`src/verilog/soc_io_pkg.sv`:
```
package soc_io_pkg;

  // Bus word and byte enables
  typedef logic [31:0] word_t;
  typedef logic [3:0]  wmask_t;

  // Address field positions
  localparam int PAGE_MSB = 31;   // Page select field
  localparam int PAGE_LSB = 30;
  localparam int MODE_MSB = 3;    // I/O write mode field
  localparam int MODE_LSB = 2;
  localparam int WORD_LSB = 2;    // Bits 1:0 are byte offset, ignored

  // Peripheral widths
  localparam int GPIO_WIDTH   = 28;
  localparam int LED_WIDTH    = 8;
  localparam int ANALOG_WIDTH = 12;  // Three 4-bit DAC channels

  // RAM word address width, 128 KB total
  localparam int RAM_ADDR_BITS = 15;

  // One-hot I/O register select bits
  localparam int IO_GPIO_IN_BIT    = 4;   // R
  localparam int IO_GPIO_OUT_BIT   = 5;   // RW, byte masked
  localparam int IO_GPIO_DIR_BIT   = 6;   // RW, byte masked, 1 means output
  localparam int IO_LEDS_BIT       = 7;   // RW
  localparam int IO_ANALOG_OUT_BIT = 15;  // RW
  localparam int IO_TICKS_BIT      = 18;  // RW, timer count
  localparam int IO_RELOAD_BIT     = 19;  // RW, timer reload

  // Page field of the address, bits 31:30
  typedef enum logic [1:0] {
    PAGE_RAM   = 2'b00,
    PAGE_IO    = 2'b01,
    PAGE_FLASH = 2'b10,   // Unmapped here, reads zero
    PAGE_SDRAM = 2'b11    // Unmapped here, reads zero
  } mem_page_t;

  // I/O write mode, address bits 3:2
  typedef enum logic [1:0] {
    MODE_WRITE  = 2'b00,
    MODE_CLEAR  = 2'b01,
    MODE_SET    = 2'b10,
    MODE_TOGGLE = 2'b11
  } io_mode_t;

endpackage

```
`src/verilog/io_timer.sv`:
```
module io_timer import soc_io_pkg::*; (
  input  logic  clk,
  input  logic  reset,
  input  word_t io_sel,     // One-hot, write qualified
  input  word_t wdata,      // Raw bus data, write mode not applied
  output word_t ticks,
  output word_t reload,
  output logic  interrupt   // One cycle after wrap
);

  logic  wrap;        // Counter at all ones
  word_t next_ticks;

  assign wrap       = &ticks;
  assign next_ticks = wrap ? reload : ticks + 32'd1;

  always_ff @(posedge clk) begin
    if (reset) begin
      ticks     <= '0;
      reload    <= '0;
      interrupt <= 1'b0;
    end else begin
      if (io_sel[IO_TICKS_BIT])
        ticks <= wdata;           // Software write wins over count
      else
        ticks <= next_ticks;
      if (io_sel[IO_RELOAD_BIT])
        reload <= wdata;
      interrupt <= wrap;          // Flag even when ticks is overwritten
    end
  end

  // Period is 2**32 - reload, so pulses stay apart unless reload is all ones
  // or software reloads ticks with all ones right at the wrap
  a_irq_single_pulse: assert property (@(posedge clk) disable iff (reset)
    interrupt && !(&reload) && !$past(io_sel[IO_TICKS_BIT]) |=> !interrupt);

endmodule

```
`config.mk`:
```
export PLATFORM = sky130hd
export DESIGN_NAME = io_timer
export DESIGN_NICKNAME = d
export VERILOG_FILES = /design/src/verilog/soc_io_pkg.sv /design/src/verilog/io_timer.sv
export SDC_FILE = /design/constraint.sdc
export NUM_CORES = 1
export LEC_CHECK = 0
export BUFFER_PORTS_ARGS = -buffer_cell sky130_fd_sc_hd__buf_2
export CORE_MARGIN = 8
export CORE_UTILIZATION = 52
export DETAILED_ROUTE_END_ITERATION = 10
export GPL_TIMING_DRIVEN = 0
export PLACE_DENSITY = 0.95
export SYNTH_ARGS = -nofsm -noshare
export SYNTH_HDL_FRONTEND = slang
export SYNTH_SLANG_ARGS = --single-unit
```
`constraint.sdc`:
```
create_clock -name clk -period 4.7 [get_ports clk]
set_clock_uncertainty 0.15 [all_clocks]
set_input_delay 0.94 -clock clk [delete_from_list [all_inputs] [get_ports clk]]
set_output_delay 0.94 -clock clk [all_outputs]
set_load 0.1 [all_outputs]
```
==> flow_summary_export.csv <==
group,metric,value,unit
clock_network,h-tree-depth,3,
layout,syn_to_final_growth,25.5,%
placement,post_dp_cell_area,0.00379,mm²
timing,slew_viol_final,0,
grt,grt-busiest-layer,"met2",
timing,setup_viol,0,
worst_setup_path,crit_start,"ticks[0]",
routing,drc,0,
worst_setup_path,max_stage_delay,0.40,ns
yosys,synth_simple_gate_area_share,26.9,%
floorplan,die-width,94.5,µm
routing,drtIter0Drc,194,
worst_setup_path,worst-path-max-fanout,10,
clock_network,cts.clk_slew.worst_paths,0.07,ns
yosys,ys_seq_elements,65,
yosys,syn_avg_cell_area,8.92,µm²
yosys,synth_cell_type_count,45,
worst_setup_path,cpMostUsedCell,"o21ai_0",
yosys,synth_compound_area_share,9.02,%
floorplan,die_area,0.00893,mm²
yosys,synth_top_family_by_area,"simple AND/OR/NAND/NOR gates",
grt,grt_antenna_before_repair,0,
clock_network,cts_root_buffer,"clkbuf_8",
yosys,synth.cell_area,0.00320,mm²
timing,fin_ws,2.24,ns
layout,drive_gt1_share,28.5,%
grt,grt_first_pass_wirelength,15500,µm
pwr,p_leak,1.90,nW
placement,portBuffers,99,
placement,pre_cts_ws,2.18,ns
pwr,power.density,392,mW/mm²
clock_network,ctsHoldBuffers,0,
grt,use_met3,6.83,%
routing,post_drt_wl_per_cell,18.2,µm
floorplan,core_area,0.00596,mm²
placement,hpwl,7400,µm
clock_network,cts_tree,"done",
timing,slew_headroom,43.4,%
flow_run,maxCapViolations,0,
grt,grtUsageTotal,22.4,%
yosys,ys_seq_area_share,40.6,%
pwr,vdd_drop_max,0.274,mV
yosys,synth_fp_nets,426,
yosys,ys.flop_type,"dfxtp_1",
yosys,async_flop_share,0,%
yosys,yosysMostFrequentCell,"dfxtp_1",
floorplan,die_h,94.5,µm
timing,finalSetupTns,0,ns
outcome,status,"complete, no violations",
grt,grt_max_degree,13,
layout,n_antenna_cell,0,
worst_setup_path,worstPathArrival,2.55,ns
floorplan,io_pins,131,
timing,period_minus_slack,2.46,ns
hold_path,min_path_type,"flop to flop",
clock_network,max-clock-path-buffers,2,
grt,grt_pass1_vias,3179,
grt,grt_overflow,0,
grt,grt_use_met1,25.1,%
yosys,synth-xor-area-share,6.84,%
yosys,synthCells,359,
routing,vias,3182,
timing,rsz0062_at_grt,"false",
yosys,synth_edf_count,0,
yosys,yosysTopAreaCellShare,40.6,%
timing,clock.fmax,406,MHz
clock_network,postCtsSetupRepairBufs,0,
worst_setup_path,r2r_start,"ticks[0]",
placement,gp_congestion,0.869,
yosys,synth_common_cells,"65 x dfxtp_1, 48 x nor2_1, 39 x nand2_1",
timing,hold_violations,0,
yosys,yosys.area.top_type,"dfxtp_1",
worst_setup_path,cp_cell_sequence,"ha_1, and3_1, nand3_2, nand4bb_4, buf_6, clkbuf_1, o21ai_0, o21ai_0",
yosys,yosys_warnings,0,
worst_setup_path,required,4.79,ns
clock_network,clock_latency,0.35,ns
routing,dr.pass1.iters,5,
timing,worstMarginPinSlew,0.849,ns
layout,nNetsFinal,536,
floorplan,rows,28,
clock_network,numClockSinks,65,
clock_network,cts_inserted_buffers,9,
timing,whs,0.373,ns
yosys,synth_fa_ha_area_share,0.391,%
worst_setup_path,slowest_stage,"dfxtp_1",
yosys,yosys-mux-area-fraction,11.3,%
clock_network,cts.repair.resized,0,
hold_path,hold_start,"reload[5]",
worst_setup_path,setup.worst_path.start_class,"flop",
grt,use_met2,37.0,%
worst_setup_path,critPathKind,"flop to flop",
routing,ant_nets,0,
timing,post-route-period-util,52.4,%
routing,routed_wl,10000,µm
yosys,synth.area.top_cells,"dfxtp_1 41%, mux2i_1 11%, nor2_1 5.6%",
routing,viasPerCell,5.80,
worst_setup_path,critPathCaptureType,"flop",
floorplan,start_util,53.8,%
layout,stdcell_area,0.00402,mm²
-- cell families after synthesis --
family,after synthesis
muxes,36
buffers and inverters,27
AOI/OAI and AO/OA,41
xor gates and xnor gates,25
DFF,65
adders and majority gates,1
and+or+nand+nor,164
-- path summary, 6_finish.rpt --
path                     to  slack, ns  cells after the start
setup reg to reg  ticks[17]       2.24                      8
setup / recovery  ticks[17]       2.24                      8
hold reg to reg   reload[5]       0.37                      2
hold / removal    reload[5]       0.37                      2
-- flip-flops by register name (all words and copies together) (netlist names) --
name       flops
ticks         32
reload        32
interrupt      1
-- cell type report --
class,instances,area (µm²)
Sequential cell,65,1300
Tap cell,75,93.8
Fill cell,494,1930
Clock buffer,10,138
Inverter,4,15.0
Buffer,23,144
Timing Repair Buffer,99,495
Multi-Input combinational cell,267,1740
Clock inverter,6,91.3
-- metrics by stage --
stage	total power [mW]	util (%)	cells
3_5_place_dp	1.04	63.7	533
5_1_grt	1.62	67.5	549
3_3_place_gp	1.03	63.7	533
2_1_floorplan	0.954	-	359
6_report	1.58	67.5	549
4_1_cts	1.58	67.5	549
-- placed cells by master (no fill, tap or decap), drive strengths merged, types with 2 or more instances in the layout --
| cell | count |
|---|---|
| nor2 | 50 |
| o221ai | 6 |
| o211ai | 4 |
| a31oi | 3 |
| a221oi | 2 |
| clkinvlp | 3 |
| a21oi | 3 |
| mux2i | 35 |
| o21ai | 9 |
| and4 | 6 |
| and3 | 7 |
| xor2 | 15 |
| clkbuf | 25 |
| nor4 | 3 |
| nand3 | 11 |
| nor3 | 16 |
| nand2 | 39 |
| bufinv | 2 |
| or4b | 6 |
| a22o | 2 |
| xnor2 | 10 |
| nand4 | 10 |
| a211oi | 9 |
| inv | 4 |
| dfxtp | 65 |
| buf | 107 |
| nor2b | 13 |
-- where the power goes --
part | leakage (nW) | switching (mW) | internal, mW | total (mW)
Combinational | 1.26 | 0.327 | 0.0801 | 0.407
Clock | 0.105 | 0.233 | 0.314 | 0.547
Sequential | 0.537 | 0.0369 | 0.585 | 0.622
-- worst max-delay path: cells and delay by family (launching register included) --
family / cells / cell delay [ns]
compound gates: 2 / 0.32
fa+ha+maj: 1 / 0.24
buf+inv: 2 / 0.40
flops: 1 / 0.40
simple gates: 3 / 0.83
-- per-layer routing --
layer,vias up,share of wire [%]
met3,25,9.8
met4,0,2.9
li1,1501,-
met1,1491,39
met5,-,0
met2,165,48
Note: power is estimated with default switching activity, not from simulation.
