## config.mk

```make
export PLATFORM = sky130hd
export DESIGN_NAME = bus_control
export DESIGN_NICKNAME = d
export VERILOG_FILES = /design/src/verilog/soc_io_pkg.sv /design/src/verilog/bus_control.sv
export SDC_FILE = /design/constraint.sdc
export NUM_CORES = 1
export LEC_CHECK = 0
export ABC_CLOCK_PERIOD_IN_PS = 2700
export BUFFER_PORTS_ARGS = -buffer_cell sky130_fd_sc_hd__buf_4
export CELL_PAD_IN_SITES_DETAIL_PLACEMENT = 1
export CELL_PAD_IN_SITES_GLOBAL_PLACEMENT = 1
export CORE_AREA = 2 2 162 164
export CTS_BUF_LIST = sky130_fd_sc_hd__clkbuf_8 sky130_fd_sc_hd__clkbuf_16
export DETAILED_ROUTE_END_ITERATION = 8
export DIE_AREA = 0 0 164 166
export PLACE_DENSITY_LB_ADDON = 0.2
export SYNTH_ARGS = -nofsm -noshare
export SYNTH_HDL_FRONTEND = slang
export SYNTH_SLANG_ARGS = --single-unit
```

## constraint.sdc

```tcl
create_clock -name clk -period 2.7 [get_ports clk]
set_input_delay 0.405 -clock clk [delete_from_list [all_inputs] [get_ports clk]]
set_output_delay 0.405 -clock clk [all_outputs]
set_load 0.02 [all_outputs]
```

## src/verilog/soc_io_pkg.sv

```systemverilog
package soc_io_pkg;

  // Bus word and byte enables
  typedef logic [31:0] word_t;
  typedef logic [3:0]  wmask_t;

  // Address field positions
  localparam int PAGE_MSB = 31;   // Page select field
  localparam int PAGE_LSB = 30;
  localparam int MODE_MSB = 3;    // I/O write mode field
  localparam int MODE_LSB = 2;
  localparam int WORD_LSB = 2;    // Bits 1:0 are byte offset, ignored

  // Peripheral widths
  localparam int GPIO_WIDTH   = 28;
  localparam int LED_WIDTH    = 8;
  localparam int ANALOG_WIDTH = 12;  // Three 4-bit DAC channels

  // RAM word address width, 128 KB total
  localparam int RAM_ADDR_BITS = 15;

  // One-hot I/O register select bits
  localparam int IO_GPIO_IN_BIT    = 4;   // R
  localparam int IO_GPIO_OUT_BIT   = 5;   // RW, byte masked
  localparam int IO_GPIO_DIR_BIT   = 6;   // RW, byte masked, 1 means output
  localparam int IO_LEDS_BIT       = 7;   // RW
  localparam int IO_ANALOG_OUT_BIT = 15;  // RW
  localparam int IO_TICKS_BIT      = 18;  // RW, timer count
  localparam int IO_RELOAD_BIT     = 19;  // RW, timer reload

  // Page field of the address, bits 31:30
  typedef enum logic [1:0] {
    PAGE_RAM   = 2'b00,
    PAGE_IO    = 2'b01,
    PAGE_FLASH = 2'b10,   // Unmapped here, reads zero
    PAGE_SDRAM = 2'b11    // Unmapped here, reads zero
  } mem_page_t;

  // I/O write mode, address bits 3:2
  typedef enum logic [1:0] {
    MODE_WRITE  = 2'b00,
    MODE_CLEAR  = 2'b01,
    MODE_SET    = 2'b10,
    MODE_TOGGLE = 2'b11
  } io_mode_t;

endpackage

```

## src/verilog/bus_control.sv

```systemverilog
module bus_control import soc_io_pkg::*; (
  input  logic                     clk,
  input  logic                     reset,
  // Processor side
  input  word_t                    address,
  input  word_t                    wdata,
  input  wmask_t                   wmask,
  input  logic                     rstrb,
  output word_t                    rdata,
  // RAM side
  output wmask_t                   ram_we,
  output logic [RAM_ADDR_BITS-1:0] ram_addr,
  output word_t                    ram_wdata,
  input  word_t                    ram_rdata,
  // I/O register side
  output word_t                    io_sel,
  output wmask_t                   io_wmask,
  output word_t                    io_wdata_mod,
  input  logic [GPIO_WIDTH-1:0]    gpio_in,
  input  logic [GPIO_WIDTH-1:0]    gpio_out,
  input  logic [GPIO_WIDTH-1:0]    gpio_dir,
  input  logic [LED_WIDTH-1:0]     leds,
  input  logic [ANALOG_WIDTH-1:0]  analog_out,
  input  word_t                    ticks,
  input  word_t                    reload
);

  mem_page_t page;        // Page of current address
  mem_page_t rd_page;     // Page captured with the read
  io_mode_t  mode;
  logic      wstrb;       // Any byte written
  word_t     io_rdata;    // Combinational OR mux
  word_t     io_rdata_q;  // Read buffer

  assign page  = mem_page_t'(address[PAGE_MSB:PAGE_LSB]);
  assign mode  = io_mode_t'(address[MODE_MSB:MODE_LSB]);
  assign wstrb = |wmask;

  // RAM gets byte enables only inside its page
  assign ram_we    = (page == PAGE_RAM) ? wmask : '0;
  assign ram_addr  = address[WORD_LSB +: RAM_ADDR_BITS];
  assign ram_wdata = wdata;

  // One-hot selects qualified by page and write strobe
  assign io_sel   = (page == PAGE_IO && wstrb) ? address : '0;
  assign io_wmask = wmask;

  // Several selected registers simply OR together
  assign io_rdata =
    (address[IO_GPIO_IN_BIT]    ? word_t'(gpio_in)    : '0) |
    (address[IO_GPIO_OUT_BIT]   ? word_t'(gpio_out)   : '0) |
    (address[IO_GPIO_DIR_BIT]   ? word_t'(gpio_dir)   : '0) |
    (address[IO_LEDS_BIT]       ? word_t'(leds)       : '0) |
    (address[IO_ANALOG_OUT_BIT] ? word_t'(analog_out) : '0) |
    (address[IO_TICKS_BIT]      ? ticks               : '0) |
    (address[IO_RELOAD_BIT]     ? reload              : '0);

  // Read-modify-write against the current register value
  always_comb begin
    unique case (mode)
      MODE_CLEAR:  io_wdata_mod = io_rdata & ~wdata;
      MODE_SET:    io_wdata_mod = io_rdata | wdata;
      MODE_TOGGLE: io_wdata_mod = io_rdata ^ wdata;
      default:     io_wdata_mod = wdata;            // MODE_WRITE
    endcase
  end

  // I/O data held for the cycle after rstrb, like the RAM output
  always_ff @(posedge clk) begin
    if (reset) begin
      io_rdata_q <= '0;
      rd_page    <= PAGE_FLASH;   // Unmapped page, rdata is zero until first read
    end else if (rstrb) begin
      rd_page <= page;
      if (page == PAGE_IO)
        io_rdata_q <= io_rdata;
    end
  end

  // Return path follows the page of the last read
  always_comb begin
    case (rd_page)
      PAGE_RAM: rdata = ram_rdata;
      PAGE_IO:  rdata = io_rdata_q;
      default:  rdata = '0;          // Flash and SDRAM pages
    endcase
  end

  // Processor only issues byte, halfword or word stores
  a_wmask_legal: assert property (@(posedge clk) disable iff (reset)
    wmask inside {4'b0000, 4'b0001, 4'b0010, 4'b0100, 4'b1000,
                  4'b0011, 4'b1100, 4'b1111});

  // Read and write never in the same cycle
  a_no_rw_overlap: assert property (@(posedge clk) disable iff (reset)
    !(rstrb && wstrb));

endmodule

```

==> results.txt <==
The logs give 0.213 for the global routing met1 resource utilization and 5390 µm² for the area of the mapped netlist. In this run the standard cell core region covers 25600 µm². The net count of the mapped netlist is 1014, and the final count of hold timing violations is 0.

For this block, the via count after detailed routing is 6269. The fraction of final layout cells with drive strength greater than 1 was 0.512; the share of total power consumed by net switching was 0.379. Part of the total power dissipated in the clock network: 0.222.

Clock tree synthesis selected as its root buffer the cell clkbuf_16. Most heavily used metal layer in global routing: met2. Dividing total power by cell area gives a power density of 291 nW/µm². The worst register-to-register path begins at rd_page[1]. At the end of the flow, the number of nets in the layout was 1365.

For the post-placement worst setup slack, the log shows 14.5 ps. Worst slew margin relative to its limit: 0.436. The critical setup path kind was primary input to output pin. The ratio of final minimum period to clock period is 0.979, and the total negative setup slack is 0 ps.

The routed design could run at a clock period as short as 2640 ps. A synthesized cell averages 7.93 µm². The clock net in this run drives a total of 34 sinks.

The Yosys step of the flow raised 0 warnings. Of all nets on the critical path, the largest fanout is 14. The worst setup path is captured at an output pin. The final max-slew violation count was 0; the flop and latch count out of synthesis was 34.

The count of cell types in the netlist was 25. Highest clock rate: 0.378 GHz. For the sequential cell area fraction in the yosys report, the log shows 0.126. For this design the top-level I/O count stands at 422. The path type of the worst min-delay path was primary input to flop. Cell internal power was estimated by the tool at 1.57 mW. The HPWL after detailed placement is 21.2 mm.

Among all stages on the critical path, the largest delay is contributed by mux4_2. The number of buffer cells added on primary ports is 420. The logs give 290 ps for the later-pin clock latency in the skew report and 5 for the CTS buffer count. The tools report the arrival time at the worst endpoint as 2240 ps.

Measured along the y axis, the die boundary spans 166 µm. The run gives 0.555 as the combinational cell fraction of total power. The detail-routed via count per cell was 4.59; the number of global-route vias before repair was 6678. The tools report the sequential share of power as 0.223. In the synthesized netlist, the number of instances is 679. At the pin with the least slew margin, the transition time is 845 ps. The tool flagged a number of max-cap violations equal to 0. Setup repair after global routing left no endpoint under its margin. The clock edge transition at the registers on the reported setup and hold paths came out at 60 ps. The first global-routing pass estimated 38.0 mm of wire. The tools report the sequential cell area as 683 µm². The tools report the kind of start point of the critical path as a primary input. In the final routed layout, each cell accounts on average for 18.9 µm. Setup violations remaining at the end of the flow were counted as 0. The worst path meets setup with 57.5 ps of slack. For this run, the detailed router's first-pass iteration total came to 7. VDD sags by at most 149 µV.

Measured along the x axis, the die boundary spans 164 µm. The number of rows created at floorplan is 59. For this design the total switching power over the nets is 0.959 mW.

Source of the worst hold timing path: rstrb. Compared with the post-synthesis result, the final layout area differs by 61.5%. The floorplan step defined a die boundary enclosing 27200 µm². In the routed design, unresolved DRC markers number 0.

TritonCTS built the clock tree. Summing all multi-input logic gate instances after layout gives 3600 µm². The total of fill cells in the finished design came out at 3135. The flow ran to the end, and the final reports show no timing, DRC or antenna violations. The initial antenna violation count was 0; the total wire length was 25.8 mm. For the leakage power figure, the log shows 4.38 nW.

The fraction of met3 tracks used by global routing is 0.0375. The effective utilization at floorplan came out at 0.210. The critical path launch point was address[5]. The congestion estimate from routability-driven global placement came to 0.835. The run gives 2300 ps as the required time at the worst-slack endpoint. The clock passes through at most 2 buffers.

The largest incremental delay on the critical path is 450 ps, and the count of routing violations after the opening detailed-route iteration is 323. The run gives 65 as the maximum number of pins on one net before global-route repair. The clock arrives with 0 ps of skew. The total number of H-tree levels was 2. Walking the worst path, the cells encountered are buf_4 -> buf_12 -> a22oi_1 -> and3_2 -> inv_1 -> ha_1 -> inv_1 -> mux4_2 -> buf_4. The aggregate global-route resource usage came out at 0.183. For the global routing met2 resource utilization, the log shows 0.340. The diode insertion count for antenna repair was 0; the total congestion overflow after global routing was 0. The count of nets left with antenna violations once routing finished came out at 0.
==> cell usage in the layout, fill, tap and decap left out, drive strengths merged <==
cell type	netlist	final
clkbuf	10	5
nor2	66	66
nor2b	1	1
inv	100	100
and3b	1	1
clkinv	0	2
conb	1	1
a22oi	32	32
o211ai	14	14
and3	28	28
mux2i	33	33
o21ai	28	28
a211oi	32	32
a211o	1	1
a222oi	24	24
nor4	1	1
mux4	18	18
nand2	60	60
buf	96	450
dfxtp	34	34
ha	64	64
nor3b	1	1
and2	34	34
==> critical path: cells and delay by family <==
family	cells	cell delay [ps]
AOI/OAI and AO/OA	1	250
adders and majority gates	1	260
buffers and inverters	5	580
muxes	1	450
and+or+nand+nor	1	270
==> cell usage after synthesis <==
cell        n  share of area
conb_1      1        0.00070
nor3b_2     1         0.0023
nor2b_1     1         0.0012
buf_2      23          0.021
and3_2     15          0.021
o21ai_0    28          0.026
ha_1       64           0.15
nor4_1      1         0.0012
and3_1     13          0.015
inv_1     100          0.070
a211oi_2   32          0.074
clkbuf_1   10         0.0070
a22oi_1    32          0.045
a211o_1     1         0.0016
nand2_1    60          0.042
and3b_1     1         0.0016
and2_1     34          0.039
buf_6      11          0.023
nor2_1     66          0.046
mux4_2     18          0.075
a222oi_1   24          0.045
o211ai_1   14          0.020
buf_4      62          0.086
mux2i_1    33          0.061
dfxtp_1    34           0.13
==> path summary, 6_finish.rpt <==
path,slack [ps],endpoint,depth (start not counted)
min,360,rd_page[1],2
min reg2reg,530,io_rdata_q[19],2
max reg2reg,1450,rd_page[1],2
max,60,io_wdata_mod[10],9
==> layer usage <==
| layer | up-vias | part of all wire |
|---|---|---|
| li1 | 2972 | - |
| met5 | - | 0 |
| met3 | 28 | 0.071 |
| met4 | 0 | 0.017 |
| met1 | 2990 | 0.40 |
| met2 | 279 | 0.51 |
==> area by class of cell <==
cell class,instances,area share
Multi-Input combinational cell,439,0.414
Clock inverter,2,0.00115
Inverter,100,0.0432
Clock buffer,5,0.0144
Timing Repair Buffer,450,0.400
Sequential cell,34,0.0785
Tap cell,335,0.0482
==> kinds of logic after synthesis <==
family / Yosys count / share of synthesized area
buf+inv: 206 / 0.207
simple gates: 192 / 0.170
compound gates: 131 / 0.211
fa+ha+maj: 64 / 0.149
mux: 51 / 0.137
flops: 34 / 0.126
other cells: 1 / 0.000696
==> state kept, by name, indices dropped and copies added, names as in the netlist <==
register / cells
rd_page: 2
io_rdata_q: 32
==> power by group through the flow <==
stage               Combinational (mW)  Clock (mW)  Sequential (mW)
finish                            1.41       0.562            0.566
global route                      1.53       0.619            0.571
CTS                               1.43       0.602            0.567
detailed placement                1.42           0            0.578
global placement                  1.40           0            0.578
floorplan                        0.763           0            0.550
==> metrics by stage <==
stage / hold WS [ps] / util / cells / total power [mW] / area (µm²)
after detailed placement: 526 / 0.333 / 1356 / 2.00 / 8540
after floorplan: 509 / - / 679 / 1.31 / 5390
after global routing: 383 / 0.340 / 1365 / 2.72 / 8700
after CTS: 348 / 0.339 / 1363 / 2.60 / 8670
after global placement: 520 / 0.333 / 1356 / 1.98 / 8540
final: 361 / 0.340 / 1365 / 2.53 / 8700
==> timing repair <==
item	CTS	global route
hold buffers	0	0
buffers inserted	0	2
gates resized for setup	0	3
setup endpoints to repair	0	3
Power figures use the tool's default switching activity.
