==> config.mk <==
export PLATFORM = sky130hd
export DESIGN_NAME = gpio_regs
export DESIGN_NICKNAME = d
export VERILOG_FILES = /design/src/verilog/soc_io_pkg.sv /design/src/verilog/gpio_regs.sv
export SDC_FILE = /design/constraint.sdc
export NUM_CORES = 1
export LEC_CHECK = 0
export BUFFER_PORTS_ARGS = -buffer_cell sky130_fd_sc_hd__buf_2
export CORE_MARGIN = 2
export CORE_UTILIZATION = 25
export CTS_BUF_LIST = sky130_fd_sc_hd__clkbuf_4 sky130_fd_sc_hd__clkbuf_8
export DETAILED_ROUTE_END_ITERATION = 10
export GPL_TIMING_DRIVEN = 1
export PLACE_DENSITY = 0.51
export SETUP_SLACK_MARGIN = 0.2
export SLEW_MARGIN = 20
export SYNTH_ARGS = -nofsm -noshare
export SYNTH_HDL_FRONTEND = slang
export SYNTH_SLANG_ARGS = --single-unit
==> constraint.sdc <==
create_clock -name clk -period 0.8 [get_ports clk]
set_input_delay 0.08 -clock clk [delete_from_list [all_inputs] [get_ports clk]]
set_output_delay 0.08 -clock clk [all_outputs]
set_load 0.01 [all_outputs]
==> src/verilog/soc_io_pkg.sv <==
package soc_io_pkg;

  // Bus word and byte enables
  typedef logic [31:0] word_t;
  typedef logic [3:0]  wmask_t;

  // Address field positions
  localparam int PAGE_MSB = 31;   // Page select field
  localparam int PAGE_LSB = 30;
  localparam int MODE_MSB = 3;    // I/O write mode field
  localparam int MODE_LSB = 2;
  localparam int WORD_LSB = 2;    // Bits 1:0 are byte offset, ignored

  // Peripheral widths
  localparam int GPIO_WIDTH   = 28;
  localparam int LED_WIDTH    = 8;
  localparam int ANALOG_WIDTH = 12;  // Three 4-bit DAC channels

  // RAM word address width, 128 KB total
  localparam int RAM_ADDR_BITS = 15;

  // One-hot I/O register select bits
  localparam int IO_GPIO_IN_BIT    = 4;   // R
  localparam int IO_GPIO_OUT_BIT   = 5;   // RW, byte masked
  localparam int IO_GPIO_DIR_BIT   = 6;   // RW, byte masked, 1 means output
  localparam int IO_LEDS_BIT       = 7;   // RW
  localparam int IO_ANALOG_OUT_BIT = 15;  // RW
  localparam int IO_TICKS_BIT      = 18;  // RW, timer count
  localparam int IO_RELOAD_BIT     = 19;  // RW, timer reload

  // Page field of the address, bits 31:30
  typedef enum logic [1:0] {
    PAGE_RAM   = 2'b00,
    PAGE_IO    = 2'b01,
    PAGE_FLASH = 2'b10,   // Unmapped here, reads zero
    PAGE_SDRAM = 2'b11    // Unmapped here, reads zero
  } mem_page_t;

  // I/O write mode, address bits 3:2
  typedef enum logic [1:0] {
    MODE_WRITE  = 2'b00,
    MODE_CLEAR  = 2'b01,
    MODE_SET    = 2'b10,
    MODE_TOGGLE = 2'b11
  } io_mode_t;

endpackage

==> src/verilog/gpio_regs.sv <==
module gpio_regs import soc_io_pkg::*; (
  input  logic                    clk,
  input  logic                    reset,
  input  word_t                   io_sel,        // One-hot, write qualified
  input  wmask_t                  io_wmask,
  input  word_t                   io_wdata_mod,  // Value after write mode
  output logic [GPIO_WIDTH-1:0]   gpio_out,
  output logic [GPIO_WIDTH-1:0]   gpio_dir,      // 1 means pin driven
  output logic [LED_WIDTH-1:0]    leds,
  output logic [ANALOG_WIDTH-1:0] analog_out     // {ch2, ch1, ch0}
);

  logic sel_out;
  logic sel_dir;
  logic sel_leds;
  logic sel_analog;

  assign sel_out    = io_sel[IO_GPIO_OUT_BIT];
  assign sel_dir    = io_sel[IO_GPIO_DIR_BIT];
  assign sel_leds   = io_sel[IO_LEDS_BIT];
  assign sel_analog = io_sel[IO_ANALOG_OUT_BIT];

  // Merge new data into old, one byte lane per mask bit
  function automatic logic [GPIO_WIDTH-1:0] byte_merge(
    input logic [GPIO_WIDTH-1:0] old_val,
    input word_t                 new_val,
    input wmask_t                mask
  );
    logic [GPIO_WIDTH-1:0] res;
    res = old_val;
    for (int i = 0; i < GPIO_WIDTH; i++) begin
      if (mask[i / 8])
        res[i] = new_val[i];   // Top lane only 4 bits wide
    end
    return res;
  endfunction

  always_ff @(posedge clk) begin
    if (reset) begin
      gpio_out   <= '0;
      gpio_dir   <= '0;   // All pins inputs
      leds       <= '0;
      analog_out <= '0;
    end else begin
      if (sel_out)
        gpio_out <= byte_merge(gpio_out, io_wdata_mod, io_wmask);
      if (sel_dir)
        gpio_dir <= byte_merge(gpio_dir, io_wdata_mod, io_wmask);
      // Whole register on any store width
      if (sel_leds)
        leds <= io_wdata_mod[LED_WIDTH-1:0];
      if (sel_analog)
        analog_out <= io_wdata_mod[ANALOG_WIDTH-1:0];
    end
  end

  // Software writes one register at a time
  a_one_reg_per_write: assert property (@(posedge clk) disable iff (reset)
    (|io_sel) |-> $onehot0({sel_out, sel_dir, sel_leds, sel_analog}));

endmodule

==> results.toml, run 1 <==
[die]
die_h_um = 115
die_area_um2 = 13100
start_util = 0.256
io_pins = 146
num_rows = 40
die_w_um = 115
core_area_um2 = 12000

[timing]
holdWs_ps = -12.1
period_share = 1.13
slew_headroom = 0.801
finalHoldViolCount = 6
rsz0062_at_grt = "yes"
fin_setup_tns_ps = -6010
skew_ps = 0
setup_ws_ps = -101
period_minus_slack_ps = 901
worst_pin_slew_ps = 298
fmax_ghz = 1.11
setup_viol = 76
slew_viol_final = 0

[critical_path]
crit_type = "flip-flop to output port"
cp-end-kind = "output port"
crit_buf_inv = 1
cp_top_family = "flip-flops"
crit_fanout = 2
crit_arrival_ps = 820
cp_slowest_cell = "dfxtp_2"
crit_path_start_kind = "flip-flop"
slowest_delay_ps = 360
crit_chain = "buf_6"
cp.required_ps = 720

[synth]
syn_inst = 281
synth_area_leaders = "dfxtp_1, mux2i_1, nand2b_1, buf_6, nor2_1"
synthTopCellsByCount = "nand2b_1, dfxtp_1, mux2i_1, nor2_1, buf_6"
ys_seq_elements = 76
async_flop_share = 0
synth_edf_count = 0
syn_nets = 351
yosys_warnings = 0
ys.flop_type = "dfxtp_1"
synth_cell_type_count = 12
synth_most_common_cell = "nand2b_1"
avgSynthCellArea_um2 = 10.9
syn_area_um2 = 3060
synth_top_area_frac = 0.498
synth_largest_area_cell = "dfxtp_1"
ys_seq_area_frac = 0.498

[placed_design]
gp_congestion = 0.679
placed_cells = 534
place_hpwl_um = 5120
portBuffers = 113
placed_area_um2 = 3850

[detailed_routing]
via_per_inst = 4.16
via_count = 2334
ant_nets = 0
drt_iter0_markers = 98
firstDrtPassIters = 4
routedWlPerCell_um = 13.0
wl_um = 7300
drc = 0

[clock_network]
cts.sinks = 76
worstSkewPairLatency_ps = 360
clkTransAtPathRegs_ps = 80
cts_root_buf = "clkbuf_8"
ctsHtreeMaxLevel = 3
clk_path_buf_depth = 2
cts_tree = "built"
cts_made_buffers = 9

[finish]
final_util = 0.402
synthToLayoutAreaGrowth_pct = 57.4
n_fill_cell = 1166
nets = 479
antennaDiodeCount = 0
postLayoutCellArea_um2 = 4810
ff_latch_area_um2 = 1620
fin_cells = 561
drive_gt1_frac = 0.565
multiInputGateArea_um2 = 1450

[grt]
track_usage = 0.117
overflow = 0
grtUsageMet3 = 0.0482
antenna_found_initial = 0
grt_use_met1 = 0.142
grt_pass1_wl_um = 11800
grt_util_met2 = 0.182
busiest_layer = "met2"
grt_pass1_vias = 2378
grt_max_degree = 52

[pwr]
power_density_nw_per_um2 = 1900
p_leak_nw = 2.21
peakVddDrop_mv = 0.991
power.total_mw = 9.15

[hold_path]
hold_path_class = "input pin to flip-flop"

[outcome]
status = "finished with violations"
violations = "hold timing, setup timing"

[job]
maxCapViolations = 0
[flip-flops by register name, indices dropped and copies added, names as in the netlist]
register	cells
gpio_out	28
leds	8
gpio_dir	28
analog_out	12
[repair_timing]
action / 4_1_cts / 5_1_grt
buffers inserted: 6 / 5
hold endpoints to repair: 48 / 9
cloned: 0 / 0
pin swaps: 10 / 12
gates resized for setup: 153 / 11
endpoints found under the setup margin: 85 / 147
[through the flow]
step | setup slack (ps) | hold slack (ps)
finish | -101 | -12.1
global route | -140 | -16.1
CTS | -119 | -46.5
detailed placement | -28.5 | 349
global placement | -9.14 | 340
floorplan | 192 | 227
[worst paths after layout]
path / from / endpoint / slack (ps) / cells after the start
setup / recovery: gpio_dir[22] / gpio_dir[22] / -100 / 1
hold / removal: io_wdata_mod[10] / analog_out[10] / -10 / 3
setup reg to reg: gpio_dir[22] / gpio_dir[22] / 80 / 3
hold reg to reg: gpio_dir[0] / gpio_dir[0] / 480 / 2
[layout by cell type, fill, tap and decap left out, drive strengths merged]
cell,Yosys,routed
clkinv,0,2
nor2,20,20
clkbuf,6,10
and2,4,4
nand2,4,4
clkinvlp,0,1
dfxtp,76,76
mux2i,76,76
buf,11,134
bufinv,0,3
nand2b,84,84
[power breakdown]
group          switching [mW]  total (mW)  internal [mW]
Clock                    1.47        3.62           2.16
Combinational           0.545        1.36          0.811
Sequential              0.147        4.17           4.03
[metal layers]
metal	share of wire	vias to the layer above
met5	0	-
met4	0.016	0
met3	0.075	11
met2	0.47	72
met1	0.43	1076
li1	-	1175
[logic make-up after synthesis]
family,count (synthesis),share of synthesized area
simple gates,112,0.211
buf+inv,17,0.0422
flops,76,0.498
mux,76,0.249
[final cells by class]
class / count / area share
clock buffer: 10 / 0.0286
tap: 147 / 0.0382
multi-input combinational: 188 / 0.301
sequential: 76 / 0.336
clock inverter: 6 / 0.0231
timing repair buffer: 134 / 0.274
(Power assumes the default switching activity.)
==> run 2: changes to the inputs <==
Settings changed: CELL_PAD_IN_SITES_DETAIL_PLACEMENT set to 1, CELL_PAD_IN_SITES_GLOBAL_PLACEMENT set to 2, PLACE_DENSITY 0.51 to 0.77, SETUP_SLACK_MARGIN 0.2 to not set.
==> results.toml, run 2 (synthesis results as in run 1) <==
[critical_path]
cp.required_ps = 720
crit_type = "flip-flop to output port"
slowest_delay_ps = 360
crit_arrival_ps = 820
crit_path_start_kind = "flip-flop"
cp_top_family = "flip-flops"
crit_fanout = 2
cp-end-kind = "output port"
cp_slowest_cell = "dfxtp_2"
crit_buf_inv = 1
crit_chain = "buf_6"
r2r-start = "gpio_out[15]"
crit_path_start = "gpio_out[21]"

[die]
die_w_um = 115
die_h_um = 115
io_pins = 146
start_util = 0.256
core_area_um2 = 12000
die_area_um2 = 13100
num_rows = 40

[clock_network]
cts_tree = "built"
ctsHtreeMaxLevel = 3
clkTransAtPathRegs_ps = 90
clk_path_buf_depth = 2
cts_made_buffers = 9
worstSkewPairLatency_ps = 360
cts.sinks = 76
cts_root_buf = "clkbuf_8"

[pwr]
p_sw_frac = 0.249
peakVddDrop_mv = 0.827
intPower_mw = 7.04
power.share.clock = 0.393
p_sw_mw = 2.33
p_leak_nw = 2.37
pwr-share-seq = 0.446
combPwrFrac = 0.161
power_density_nw_per_um2 = 1830

[placed_design]
place_hpwl_um = 5750
gp_congestion = 0.710
placed_area_um2 = 3860
placed_cells = 537
place_worst_setup_slack_ps = -38.2
portBuffers = 113

[grt]
grt_util_met2 = 0.229
antenna_found_initial = 0
grt_use_met1 = 0.160
busiest_layer = "met2"
grt_pass1_wl_um = 13900
grt_pass1_vias = 2744
grtUsageMet3 = 0.0450
track_usage = 0.137
grt_max_degree = 55
overflow = 0

[timing]
slew_viol_final = 0
skew_ps = 0
period_minus_slack_ps = 902
fmax_ghz = 1.11
worst_pin_slew_ps = 291
setup_ws_ps = -102
finalHoldViolCount = 0
setup_viol = 76
period_share = 1.13
slew_headroom = 0.805
rsz0062_at_grt = "yes"

[detailed_routing]
wl_um = 8820
via_per_inst = 4.17
drc = 0
drt_iter0_markers = 67
routedWlPerCell_um = 14.7
via_count = 2506
ant_nets = 0
firstDrtPassIters = 4

[finish]
mostFrequentLayoutCells = "nand2b_1, buf_6, mux2i_1, dfxtp_2, buf_2"
antennaDiodeCount = 0
synthToLayoutAreaGrowth_pct = 68.0
fin_cells = 601
final_util = 0.429
postLayoutCellArea_um2 = 5130
largest_registers = "gpio_dir (28), gpio_out (28), analog_out (12)"
final_common_cell = "nand2b_1"
nets = 519
drive_gt1_frac = 0.533

[outcome]
violations = "setup timing"
status = "finished with violations"

[hold_path]
hp-start = "io_wdata_mod[5]"
hold_path_class = "input pin to flip-flop"

[job]
maxCapViolations = 0
==> run 2: cell count changes in the layout (fill, tap and decap cells not counted) <==
cell           previous run  this run
clkinv_2                  1         0
buf_4                     6        22
inv_6                     0         1
dlygate4sd3_1             0        27
nand2b_1                 79        83
clkinv_4                  1         2
buf_6                    84        81
nand2b_4                  5         1
nand2_1                   1         2
clkbuf_8                 10         9
nand2_2                   3         2
==> run 2: final cells by class <==
cell class / instances / area [um^2]
clock buffers: 9 / 124
clock inverters: 7 / 124
fillers: 1293 / 6830
multi-input cells: 188 / 1410
flip-flops and latches: 76 / 1620
well taps: 147 / 184
repair buffers: 174 / 1670
==> run 2: stage by stage <==
| stage | hold WS, ps | power, mW | setup TNS (ps) |
|---|---|---|---|
| 2_1_floorplan | 227 | 4.78 | 0 |
| 6_report | 37.5 | 9.37 | -6810 |
| 3_3_place_gp | 340 | 5.25 | -23.6 |
| 4_1_cts | 12.6 | 9.46 | -9160 |
| 5_1_grt | 25.0 | 9.81 | -10220 |
| 3_5_place_dp | 357 | 5.28 | -455 |
==> run 2: power by group through the flow <==
stage | clock network [mW] | logic (mW) | registers (mW)
floorplan | 0 | 0.511 | 4.27
global placement | 0 | 1.08 | 4.17
detailed placement | 0 | 1.10 | 4.18
CTS | 3.82 | 1.46 | 4.18
global route | 3.97 | 1.64 | 4.20
finish | 3.69 | 1.51 | 4.18
==> run 2: what timing repair did <==
action	4_1_cts	5_1_grt
setup buffers	8	13
hold buffers	27	0
gates cloned	0	0
endpoints found under the setup margin	76	76
gates resized for setup	152	6
endpoints found under the hold margin	55	0
==> run 2: worst paths after layout <==
kind / slack, ps / depth (start not counted) / endpoint
max: -100 / 1 / gpio_out[21]
min: 40 / 3 / analog_out[5]
max reg2reg: 10 / 4 / gpio_out[15]
min reg2reg: 480 / 2 / gpio_out[9]
==> run 2: layer usage <==
metal | wire, um | up-vias | part of all wire
met5 | 0 | - | 0
met2 | 4440 | 77 | 0.50
met3 | 521 | 14 | 0.059
met1 | 3700 | 1166 | 0.42
li1 | - | 1249 | -
met4 | 159 | 0 | 0.018
==> run 3: changes to the inputs <==
Settings changed: SETUP_SLACK_MARGIN set to 0.2, SKIP_LAST_GASP set to 1.
==> results.toml, run 3 (synthesis results as in run 1) <==
[detailed_routing]
firstDrtPassIters = 4
routedWlPerCell_um = 14.7
via_per_inst = 4.21
route.met2.wl_um = 4540
via_count = 2448
ant_nets = 0
wl_met3_um = 540
drt_iter0_markers = 83
wl_um = 8560
highest_layer = "met4"
wl_met1_um = 3380
drc = 0

[pwr]
power.share.clock = 0.321
pwr-share-seq = 0.499
combPwrFrac = 0.180
power_density_nw_per_um2 = 1670
p_sw_mw = 2.22
power.total_mw = 8.39
intPower_mw = 6.17
p_leak_nw = 2.34
p_sw_frac = 0.265
peakVddDrop_mv = 0.846

[hold_path]
hold_path_class = "input pin to flip-flop"
min_to = "analog_out[9]"
hold_path_depth = 3
hp-start = "io_wdata_mod[9]"

[critical_path]
crit_fanout = 2
r2r-start = "gpio_dir[15]"
crit_buf_inv = 1
cp_top_family = "flip-flops"
slowest_delay_ps = 360
cp.required_ps = 720
cp_slowest_cell = "dfxtp_2"
r2r_end = "gpio_dir[15]"
r2r_slack_ps = -40
crit_type = "flip-flop to output port"
crit_chain = "buf_6"
crit_path_start_kind = "flip-flop"
crit_path_start = "gpio_dir[23]"
crit_arrival_ps = 830
cp-end-kind = "output port"
r2r_cells = 4

[finish]
antennaDiodeCount = 0
nets = 500
final_common_cell = "buf_6"
mostFrequentLayoutCells = "buf_6, mux2i_1, dfxtp_2, nand2b_1, buf_2"
drive_gt1_frac = 0.602
synthToLayoutAreaGrowth_pct = 64.0
postLayoutCellArea_um2 = 5010
largest_registers = "gpio_dir (28), gpio_out (28), analog_out (12)"
final_util = 0.419

[timing]
holdWs_ps = -6.45
setup_ws_ps = -105
rsz0062_at_grt = "yes"
period_share = 1.13
finalHoldViolCount = 3
period_minus_slack_ps = 905
slew_headroom = 0.816
setup_viol = 78
slew_viol_final = 0
worst_pin_slew_ps = 276
fmax_ghz = 1.10
skew_ps = 0

[grt]
antenna_found_initial = 0
overflow = 0
grt_pass1_wl_um = 13000
grt_max_degree = 48
grt_pass1_vias = 2646
track_usage = 0.128

[die]
num_rows = 40
die_w_um = 115
start_util = 0.256
core_area_um2 = 12000
io_pins = 146
die_area_um2 = 13100
die_h_um = 115

[placed_design]
portBuffers = 113
place_hpwl_um = 5750
place_worst_setup_slack_ps = -57.8
gp_congestion = 0.715
placed_area_um2 = 3890

[clock_network]
worstSkewPairLatency_ps = 350
cts.sinks = 76
clkTransAtPathRegs_ps = 80
cts_root_buf = "clkbuf_8"
ctsHtreeMaxLevel = 3
clk_path_buf_depth = 2
cts_tree = "built"
cts_made_buffers = 9

[outcome]
status = "finished with violations"
violations = "hold timing, setup timing"

[job]
maxCapViolations = 0
-- run 3: changes by cell type in the layout (fill, tap and decap cells not counted), moves of 2 or more --
cell and delta:
dlygate4sd3_1 -27, buf_6 +21, buf_4 -13, nand2b_1 -11, nand2b_4 +11, clkinv_2 +4, bufinv_16 -3, clkinv_4 -2
-- run 3: worst max path at each step --
stage                               to  slack, ps  depth (start not counted)
final                     gpio_dir[23]       -110                          1
after global routing           leds[4]       -140                          1
after CTS                  gpio_dir[8]       -120                          1
after detailed placement   gpio_dir[0]        -60                          4
after global placement    gpio_out[22]        -30                          4
after floorplan           gpio_out[11]        190                          4
-- run 3: layout make-up --
type / instances / area [um^2]
Clock inverter: 5 / 27.5
Sequential cell: 76 / 1620
Tap cell: 147 / 184
Fill cell: 1304 / 6950
Clock buffer: 11 / 145
Timing Repair Buffer: 155 / 1540
Multi-Input combinational cell: 188 / 1500
-- run 3: routing by layer --
metal  vias up  track usage
met2        67        0.222
met3         6       0.0513
met4         0       0.0390
li1       1209            -
met5         -            0
met1      1166        0.143
-- run 3: power by group through the flow --
stage               sequential (mW)  combinational (mW)  clock (mW)
CTS                            4.18                1.38        2.79
finish                         4.19                1.51        2.69
global route                   4.21                1.63        2.95
detailed placement             4.18                1.11           0
global placement               4.17                1.09           0
floorplan                      4.27               0.529           0
-- run 3: through the flow --
step | instances | TNS (ps)
CTS | 565 | -7890
global placement | 539 | -136
finish | 582 | -6150
detailed placement | 539 | -743
floorplan | 281 | 0
global route | 582 | -9270
-- run 3: repair_timing --
item / CTS / global route
pin swaps: 2 / 10
setup endpoints to repair: 97 / 150
endpoints found under the hold margin: 23 / 0
setup buffers: 10 / 17
gates resized for setup: 157 / 31
